==> config.mk <==
export PLATFORM = sky130hd
export DESIGN_NAME = eth_mgmt_top
export DESIGN_NICKNAME = d
export VERILOG_FILES = /design/src/eth_csr_pkg.sv /design/src/mdio_pkg.sv /design/src/mdio_req_if.sv /design/src/eth_mgmt_regs.sv /design/src/mdio_master.sv /design/src/eth_mgmt_top.sv
export SDC_FILE = /design/constraint.sdc
export NUM_CORES = 1
export LEC_CHECK = 0
export ABC_CLOCK_PERIOD_IN_PS = 2900
export BUFFER_PORTS_ARGS = -buffer_cell sky130_fd_sc_hd__buf_2
export CORE_MARGIN = 3
export CORE_UTILIZATION = 42
export CTS_BUF_LIST = sky130_fd_sc_hd__clkbuf_8
export CTS_CLUSTER_SIZE = 30
export DETAILED_ROUTE_END_ITERATION = 8
export PLACE_DENSITY = 0.7
export SLEW_MARGIN = 40
export SYNTH_ARGS = -nofsm -noshare
export SYNTH_HDL_FRONTEND = slang
export SYNTH_SLANG_ARGS = --single-unit
export TNS_END_PERCENT = 30
==> constraint.sdc <==
create_clock -name clock -period 2.9 [get_ports clock]
set_input_delay 0.145 -clock clock [delete_from_list [all_inputs] [get_ports clock]]
set_output_delay 0.145 -clock clock [all_outputs]
set_load 0.02 [all_outputs]
==> src/eth_csr_pkg.sv <==
// Register map for the management block; byte offsets must be word aligned to decode
`default_nettype none

package eth_csr_pkg;

    localparam int CSR_ADDR_W = 16;
    localparam int CSR_DATA_W = 32;

    // Register offsets
    localparam logic [CSR_ADDR_W-1:0] REG_STATUS     = 16'h0000;
    localparam logic [CSR_ADDR_W-1:0] REG_INT_ENABLE = 16'h0008;
    localparam logic [CSR_ADDR_W-1:0] REG_INT_STATUS = 16'h000C;
    localparam logic [CSR_ADDR_W-1:0] REG_CONTROL    = 16'h0020;
    localparam logic [CSR_ADDR_W-1:0] REG_MDIO_TX    = 16'h0024;
    localparam logic [CSR_ADDR_W-1:0] REG_MDIO_RX    = 16'h0028;

    // Interrupt status bit positions
    localparam int INT_MDIO_IDLE_BIT = 18;
    localparam int INT_PHY_BIT       = 19;

    localparam int CTRL_PHY_RUN_BIT = 2;

    localparam int STATUS_W = 16;

    typedef logic [CSR_DATA_W-1:0] csr_word_t;

endpackage

`default_nettype wire

==> src/mdio_pkg.sv <==
// MDIO frame layout and divider are fixed at build time; the preamble is always 32 ones
`default_nettype none

package mdio_pkg;

    // Half period of the management clock is MDIO_DIV+1 clocks
    localparam int MDIO_DIV   = 24;
    localparam int MDIO_DIV_W = $clog2(MDIO_DIV + 1);

    localparam int MDIO_FRAME_W        = 32;
    localparam int MDIO_CNT_W          = 6;
    localparam int MDIO_READ_OP_BIT    = 29;
    localparam int MDIO_TURNAROUND_CNT = 46;

    localparam int MDIO_SYNC_STAGES = 3;

    typedef logic [MDIO_FRAME_W-1:0] mdio_frame_t;

endpackage

`default_nettype wire

==> src/mdio_req_if.sv <==
// One MDIO request at a time; start is a level held until done is seen high
`timescale 1ns/1ps
`default_nettype none

interface mdio_req_if
    import eth_csr_pkg::*, mdio_pkg::*;
();

    logic        start;
    mdio_frame_t frame;
    logic        done;
    // Valid while done is high
    csr_word_t   rx_data;

    modport csr (
        output start,
        output frame,
        input  done,
        input  rx_data
    );

    modport engine (
        input  start,
        input  frame,
        output done,
        output rx_data
    );

endinterface

`default_nettype wire

==> src/eth_mgmt_regs.sv <==
// One outstanding AXI4-Lite read and write, responses always OKAY, MDIO_TX writes dropped if busy
`timescale 1ns/1ps
`default_nettype none

module eth_mgmt_regs
    import eth_csr_pkg::*, mdio_pkg::*;
(
    input  wire                  clock,
    input  wire                  reset,
    input  wire [CSR_ADDR_W-1:0] s_axi_awaddr_i,
    input  wire                  s_axi_awvalid_i,
    output logic                 s_axi_awready_o,
    input  wire [CSR_DATA_W-1:0] s_axi_wdata_i,
    input  wire                  s_axi_wvalid_i,
    output logic                 s_axi_wready_o,
    output logic [1:0]           s_axi_bresp_o,
    output logic                 s_axi_bvalid_o,
    input  wire                  s_axi_bready_i,
    input  wire [CSR_ADDR_W-1:0] s_axi_araddr_i,
    input  wire                  s_axi_arvalid_i,
    output logic                 s_axi_arready_o,
    output csr_word_t            s_axi_rdata_o,
    output logic [1:0]           s_axi_rresp_o,
    output logic                 s_axi_rvalid_o,
    input  wire                  s_axi_rready_i,
    input  wire [STATUS_W-1:0]   status_vector_i,
    input  wire                  mdio_int_i,
    output logic                 interrupt_o,
    output logic                 phy_reset_o,
    mdio_req_if.csr              req
);

    logic                        rd_req;
    logic [1:0]                  wr_req;
    logic [CSR_ADDR_W-1:0]       rd_addr;
    logic [CSR_ADDR_W-1:0]       wr_addr;
    csr_word_t                   wr_data;
    csr_word_t                   rd_word;
    csr_word_t                   int_enable;
    csr_word_t                   int_status;
    mdio_frame_t                 mdio_tx;
    logic                        phy_run;
    logic                        mdio_busy;
    logic [MDIO_SYNC_STAGES-1:0] phy_int_sync;

    assign s_axi_arready_o = !rd_req && !s_axi_rvalid_o;
    assign s_axi_awready_o = !wr_req[0] && !s_axi_bvalid_o;
    assign s_axi_wready_o  = !wr_req[1] && !s_axi_bvalid_o;
    assign s_axi_rresp_o   = 2'b00;
    assign s_axi_bresp_o   = 2'b00;

    assign mdio_busy   = req.start || req.done;
    assign req.frame   = mdio_tx;
    assign phy_reset_o = !phy_run;

    always_comb begin
        int_status = '0;
        int_status[STATUS_W-1:0] = status_vector_i;
        int_status[INT_MDIO_IDLE_BIT] = !mdio_busy;
        int_status[INT_PHY_BIT] = phy_int_sync[MDIO_SYNC_STAGES-1];
    end

    assign interrupt_o = |(int_enable & int_status);

    always_comb begin
        rd_word = '0;
        case (rd_addr)
            REG_STATUS:     rd_word[STATUS_W-1:0] = status_vector_i;
            REG_INT_ENABLE: rd_word = int_enable;
            REG_INT_STATUS: rd_word = int_status;
            REG_CONTROL:    rd_word[CTRL_PHY_RUN_BIT] = phy_run;
            REG_MDIO_TX:    rd_word = mdio_tx;
            REG_MDIO_RX:    rd_word = req.rx_data;
            default:        rd_word = '0;
        endcase
    end

    // PHY interrupt crosses in from the pin
    always_ff @(posedge clock) begin
        if (reset) begin
            phy_int_sync <= '0;
        end else begin
            phy_int_sync <= {phy_int_sync[MDIO_SYNC_STAGES-2:0], mdio_int_i};
        end
    end

    always_ff @(posedge clock) begin
        if (s_axi_arready_o && s_axi_arvalid_i) begin
            rd_addr <= s_axi_araddr_i;
        end
        if (!s_axi_rvalid_o && rd_req) begin
            s_axi_rdata_o <= rd_word;
        end
        if (s_axi_awready_o && s_axi_awvalid_i) begin
            wr_addr <= s_axi_awaddr_i;
        end
        if (s_axi_wready_o && s_axi_wvalid_i) begin
            wr_data <= s_axi_wdata_i;
        end
    end

    always_ff @(posedge clock) begin
        if (reset) begin
            rd_req         <= 1'b0;
            s_axi_rvalid_o <= 1'b0;
        end else begin
            if (s_axi_arready_o && s_axi_arvalid_i) begin
                rd_req <= 1'b1;
            end
            if (s_axi_rvalid_o && s_axi_rready_i) begin
                s_axi_rvalid_o <= 1'b0;
            end else if (!s_axi_rvalid_o && rd_req) begin
                s_axi_rvalid_o <= 1'b1;
                rd_req         <= 1'b0;
            end
        end
    end

    always_ff @(posedge clock) begin
        if (reset) begin
            wr_req         <= 2'b00;
            s_axi_bvalid_o <= 1'b0;
            int_enable     <= '0;
            phy_run        <= 1'b0;
            mdio_tx        <= '0;
            req.start      <= 1'b0;
        end else begin
            if (s_axi_awready_o && s_axi_awvalid_i) begin
                wr_req[0] <= 1'b1;
            end
            if (s_axi_wready_o && s_axi_wvalid_i) begin
                wr_req[1] <= 1'b1;
            end
            if (s_axi_bvalid_o && s_axi_bready_i) begin
                s_axi_bvalid_o <= 1'b0;
            end else if (!s_axi_bvalid_o && wr_req == 2'b11) begin
                case (wr_addr)
                    REG_INT_ENABLE: int_enable <= wr_data;
                    REG_CONTROL:    phy_run <= wr_data[CTRL_PHY_RUN_BIT];
                    REG_MDIO_TX: begin
                        if (!mdio_busy) begin
                            mdio_tx   <= wr_data;
                            req.start <= 1'b1;
                        end
                    end
                    default: ;
                endcase
                s_axi_bvalid_o <= 1'b1;
                wr_req         <= 2'b00;
            end
            // Engine saw the request through
            if (req.start && req.done) begin
                req.start <= 1'b0;
            end
        end
    end

    rdata_hold_a: assert property (@(posedge clock) disable iff (reset)
        s_axi_rvalid_o && !s_axi_rready_i |=> s_axi_rvalid_o && $stable(s_axi_rdata_o));

    start_after_done_a: assert property (@(posedge clock) disable iff (reset)
        $rose(req.start) |-> !req.done);

endmodule

`default_nettype wire

==> src/mdio_master.sv <==
// Management clock is clock/(2*(MDIO_DIV+1)); read frames release the line from bit 46 on
`timescale 1ns/1ps
`default_nettype none

module mdio_master
    import mdio_pkg::*;
(
    input  wire        clock,
    input  wire        reset,
    mdio_req_if.engine req,
    input  wire        mdio_i,
    output logic       mdio_clock_o,
    output logic       mdio_o,
    output logic       mdio_oe_o
);

    logic                  busy;
    logic [MDIO_CNT_W-1:0] bit_cnt;
    logic [MDIO_CNT_W-1:0] next_cnt;
    logic [MDIO_DIV_W-1:0] div_cnt;
    logic [1:0]            next_setup;
    logic                  rise;
    logic                  sample_en;

    // Output enable and line value for one bit slot
    function automatic logic [1:0] line_setup(input logic [MDIO_CNT_W-1:0] cnt,
                                              input mdio_frame_t frame);
        logic release_line;
        if (!cnt[MDIO_CNT_W-1]) begin
            return 2'b11;
        end
        release_line = frame[MDIO_READ_OP_BIT] && (cnt >= MDIO_TURNAROUND_CNT);
        return {!release_line, frame[~cnt[MDIO_CNT_W-2:0]]};
    endfunction

    assign next_cnt   = bit_cnt + 1'b1;
    assign next_setup = line_setup(next_cnt, req.frame);
    assign rise       = busy && !req.done && div_cnt == '0 && !mdio_clock_o;
    // Returned data only in the frame half
    assign sample_en  = rise && bit_cnt[MDIO_CNT_W-1];

    always_ff @(posedge clock) begin
        if (reset || !req.start) begin
            busy         <= 1'b0;
            req.done     <= 1'b0;
            bit_cnt      <= '0;
            div_cnt      <= MDIO_DIV_W'(MDIO_DIV);
            mdio_clock_o <= 1'b0;
            mdio_o       <= 1'b1;
            mdio_oe_o    <= 1'b0;
        end else if (req.done) begin
            // Hold until start drops
        end else if (!busy) begin
            // First preamble bit goes out with the clock low
            busy      <= 1'b1;
            mdio_o    <= 1'b1;
            mdio_oe_o <= 1'b1;
        end else if (div_cnt != '0) begin
            div_cnt <= div_cnt - 1'b1;
        end else begin
            div_cnt <= MDIO_DIV_W'(MDIO_DIV);
            if (!mdio_clock_o) begin
                mdio_clock_o <= 1'b1;
            end else if (&bit_cnt) begin
                mdio_clock_o <= 1'b0;
                busy         <= 1'b0;
                req.done     <= 1'b1;
                mdio_o       <= 1'b1;
                mdio_oe_o    <= 1'b0;
            end else begin
                // Next bit changes with the falling edge
                mdio_clock_o        <= 1'b0;
                bit_cnt             <= next_cnt;
                {mdio_oe_o, mdio_o} <= next_setup;
            end
        end
    end

    // MSB first, kept until the next frame overwrites it
    always_ff @(posedge clock) begin
        if (reset) begin
            req.rx_data <= '0;
        end else if (sample_en) begin
            req.rx_data[~bit_cnt[MDIO_CNT_W-2:0]] <= mdio_i;
        end
    end

    oe_release_a: assert property (@(posedge clock) disable iff (reset)
        busy && !mdio_oe_o |->
            req.frame[MDIO_READ_OP_BIT] && bit_cnt >= MDIO_TURNAROUND_CNT);

    frame_stable_a: assert property (@(posedge clock) disable iff (reset)
        req.start |=> !req.start || $stable(req.frame));

endmodule

`default_nettype wire

==> src/eth_mgmt_top.sv <==
// Management top; MDIO data is split into three pins for an external tri-state buffer
`timescale 1ns/1ps
`default_nettype none

module eth_mgmt_top
    import eth_csr_pkg::*;
(
    input  wire                  clock,
    input  wire                  reset,
    input  wire [CSR_ADDR_W-1:0] s_axi_awaddr_i,
    input  wire                  s_axi_awvalid_i,
    output wire                  s_axi_awready_o,
    input  wire [CSR_DATA_W-1:0] s_axi_wdata_i,
    input  wire                  s_axi_wvalid_i,
    output wire                  s_axi_wready_o,
    output wire [1:0]            s_axi_bresp_o,
    output wire                  s_axi_bvalid_o,
    input  wire                  s_axi_bready_i,
    input  wire [CSR_ADDR_W-1:0] s_axi_araddr_i,
    input  wire                  s_axi_arvalid_i,
    output wire                  s_axi_arready_o,
    output wire [CSR_DATA_W-1:0] s_axi_rdata_o,
    output wire [1:0]            s_axi_rresp_o,
    output wire                  s_axi_rvalid_o,
    input  wire                  s_axi_rready_i,
    input  wire [STATUS_W-1:0]   status_vector_i,
    input  wire                  mdio_int_i,
    input  wire                  mdio_i,
    output wire                  interrupt_o,
    output wire                  phy_reset_o,
    output wire                  mdio_clock_o,
    output wire                  mdio_o,
    output wire                  mdio_oe_o
);

    mdio_req_if req_if ();

    eth_mgmt_regs eth_mgmt_regs_inst (
        .clock           (clock),
        .reset           (reset),
        .s_axi_awaddr_i  (s_axi_awaddr_i),
        .s_axi_awvalid_i (s_axi_awvalid_i),
        .s_axi_awready_o (s_axi_awready_o),
        .s_axi_wdata_i   (s_axi_wdata_i),
        .s_axi_wvalid_i  (s_axi_wvalid_i),
        .s_axi_wready_o  (s_axi_wready_o),
        .s_axi_bresp_o   (s_axi_bresp_o),
        .s_axi_bvalid_o  (s_axi_bvalid_o),
        .s_axi_bready_i  (s_axi_bready_i),
        .s_axi_araddr_i  (s_axi_araddr_i),
        .s_axi_arvalid_i (s_axi_arvalid_i),
        .s_axi_arready_o (s_axi_arready_o),
        .s_axi_rdata_o   (s_axi_rdata_o),
        .s_axi_rresp_o   (s_axi_rresp_o),
        .s_axi_rvalid_o  (s_axi_rvalid_o),
        .s_axi_rready_i  (s_axi_rready_i),
        .status_vector_i (status_vector_i),
        .mdio_int_i      (mdio_int_i),
        .interrupt_o     (interrupt_o),
        .phy_reset_o     (phy_reset_o),
        .req             (req_if.csr)
    );

    mdio_master mdio_master_inst (
        .clock        (clock),
        .reset        (reset),
        .req          (req_if.engine),
        .mdio_i       (mdio_i),
        .mdio_clock_o (mdio_clock_o),
        .mdio_o       (mdio_o),
        .mdio_oe_o    (mdio_oe_o)
    );

endmodule

`default_nettype wire

==> out/metrics.cfg <==
[status]
status=finished with violations
violations=design-rule violations

[critical_path]
critPathMaxStageDelay_ps=660
path_cells=or4_4 > nor4_4 > and3_1 > a222oi_1 > nand2_1
cp-start-kind=flop
crit_path_end_kind=flop
cp_max_fo=16
cp.arrival_ps=2930
crit_slowest_cell=and3_1
critPathKind=flop to flop
required_ps=3270

[place]
dpl_cell_area_um2=9677
routabilityCongestion=0.9110
dp.final_hpwl_um=15520
port_buffers=130
place_ws_ps=432.8

[pwr]
seq_power_share_pct=53.8
p_per_area_nw_per_um2=557.9
p_sw_share_pct=22.79
comb_power_share_pct=5.2
p_leak_nw=4.164
pwr-share-clk_pct=40.9
peakVddDrop_uv=401.2
p_int_mw=4.824
p_sw_mw=1.424

[synthesis]
synth.cell_area_um2=8805
synth.distinct_cells=55
synth_top_area_share_pct=32.74
synth_edf_count=96
synth_top_cell_by_area=edfxtp_1
ys_seq_area_share_pct=60.48
synthArstFlopShare_pct=0
synthCells=864
synthTopCellsByArea=edfxtp_1 (33%), dfxtp_1 (28%), nand2_1 (8.6%)
ys_ff_latch=218
synth_warnings=0
ys.flop_type=dfxtp_1
syn_area_per_cell_um2=10.19

[job]
drv_cap=0

[clock_tree]
numCtsBuffers=37
cts_root_buffer=clkbuf_8
clock_sinks=218
clk_path_buf_depth=3
cts-htree-levels=2
insertion_delay_ps=530
cts_tree=done
postCtsSetupRepairBufs=0
clk_pin_slew_ps=60
ctsResizeCount=0

[drt]
routed-wl-met2_um=10600
drt-wirelength-per-cell_um=17.21
antenna_left=0
drt-total-wl_um=23610
dr.pass1.iters=9
drt-initial-drc-count=843
routed.top_layer=met4
drcViolationCount=3
avgViaCountPerCell=5.385
wl_met1_um=10260
route.vias.total=7388
wl_met3_um=2230

[global_route]
grt_pass1_wl_um=36690
grtUsageTotal_pct=20.44
grt_start_max_net_pins=72
first_global_vias=6868
overflow=0
antenna_found_initial=0

[timing]
skew_ps=27.86
period_share_pct=88.15
finalSetupViolations=0
worst_pin_slew_ps=750.6
max_freq_ghz=0.3912
fin_crit_ps=2556
worst_slack_ps=343.6
hold_violations=0
hold_slack_ps=160.3
finalSetupTns_ps=0
rsz0062_at_grt=false
drv_slew=0
slew_headroom_pct=49.96

[floorplan]
die_h_um=150.8
dieArea_um2=22740
initial_core_util_pct=43.10
row_count=52
core_um2=20430
ioPinCount=135
die_w_um=150.8

[finish]
num_antenna_cells=0
fin_nets=1168
fillers=1786
area_growth_pct=27.21
final_cell_mix=nand2_1 (202), buf_2 (129), dfxtp_1 (122)
final_cell_area_um2=11200
drive_above_1_share_pct=19.51
layout_commonest_cell=nand2_1

[hold_path]
min_path_type=primary input to flop

[layout make-up]
| cell class | count | area (um^2) | area share, % |
|---|---|---|---|
| Timing Repair Buffer | 231 | 1627 | 14.52 |
| Multi-Input combinational cell | 563 | 3132 | 27.96 |
| Sequential cell | 218 | 5325 | 47.54 |
| Tap cell | 270 | 337.8 | 3.016 |
| Inverter | 23 | 86.33 | 0.7708 |
| Clock buffer | 43 | 591.8 | 5.284 |
| Clock inverter | 24 | 101.3 | 0.9048 |
[power groups by stage]
stage,clock (mW),combinational (mW),sequential [mW]
floorplan,0,0.101,3.43
global placement,0,0.231,3.43
detailed placement,0,0.239,3.43
CTS,2.60,0.325,3.36
global route,2.77,0.355,3.37
finish,2.56,0.327,3.36
[metal layers]
| metal | GRT usage, % | vias up |
|---|---|---|
| met5 | 0 | - |
| met4 | 5.893 | 0 |
| met3 | 4.279 | 43 |
| met2 | 30.70 | 398 |
| met1 | 30.01 | 3453 |
| li1 | - | 3494 |
[synthesized netlist by cell type (3+ instances only)]
cell type  count
nand2_1      202
dfxtp_1      122
a21oi_1      105
edfxtp_1      96
nor2_1        57
clkbuf_1      43
o21ai_0       36
a222oi_1      31
inv_1         23
nand3_1       12
nor3_1        11
buf_4         10
nor2b_1        9
mux4_2         8
xnor2_1        8
buf_2          7
nand4_1        6
xor2_1         6
ha_1           5
mux2i_1        5
a22oi_1        4
nand3b_1       4
nor4_1         4
a31oi_1        3
and2_1         3
and4b_1        3
nand2b_1       3
o21a_1         3
[path summary, 6_finish.rpt]
path / startpoint / to / slack (ps) / cells past startpoint
setup / recovery: eth_mgmt_regs_inst.rd_addr[13] / eth_mgmt_regs_inst.s_axi_rdata_o[11] / 340 / 5
hold / removal: mdio_i / mdio_master_inst.req.rx_data[29] / 160 / 3
setup reg to reg: eth_mgmt_regs_inst.rd_addr[13] / eth_mgmt_regs_inst.s_axi_rdata_o[11] / 340 / 5
hold reg to reg: eth_mgmt_regs_inst.phy_int_sync[1] / eth_mgmt_regs_inst.phy_int_sync[2] / 430 / 1
[flip-flops by register name, indices dropped and copies added (netlist names), 3 cells and up]
| signal | count |
|---|---|
| eth_mgmt_regs_inst.int_enable | 32 |
| eth_mgmt_regs_inst.req.frame | 32 |
| eth_mgmt_regs_inst.s_axi_rdata_o | 32 |
| eth_mgmt_regs_inst.wr_data | 32 |
| mdio_master_inst.req.rx_data | 32 |
| eth_mgmt_regs_inst.rd_addr | 16 |
| eth_mgmt_regs_inst.wr_addr | 16 |
| mdio_master_inst.bit_cnt | 6 |
| mdio_master_inst.div_cnt | 5 |
| eth_mgmt_regs_inst.phy_int_sync | 3 |
[kinds of logic after synthesis]
logic type | share of synthesized area [%]
simple gates | 16.65
fa+ha+maj | 0.7105
buf+inv | 4.291
compound gates | 13.68
flops | 60.48
xor+xnor | 1.393
mux | 2.743
other cells | 0.04259
[per-stage QoR]
stage               cells  total power [mW]  utilization, %
floorplan             867             3.533               -
global placement     1221             3.660           47.29
detailed placement   1222             3.669           47.37
CTS                  1372             6.295           54.83
global route         1372             6.496           54.83
finish               1372             6.249           54.83
[critical path, delay by kind of cell (launching register included)]
kind,cells,cell delay (ps)
flip-flops,1,380
AO/OA/AOI/OAI,1,170
AND/OR/NAND/NOR,4,1840
[what timing repair did]
item	in CTS	in global routing
endpoints found under the setup margin	0	0
endpoints found under the hold margin	83	0
hold buffers	83	0
Note: power is estimated with default switching activity, not from simulation.
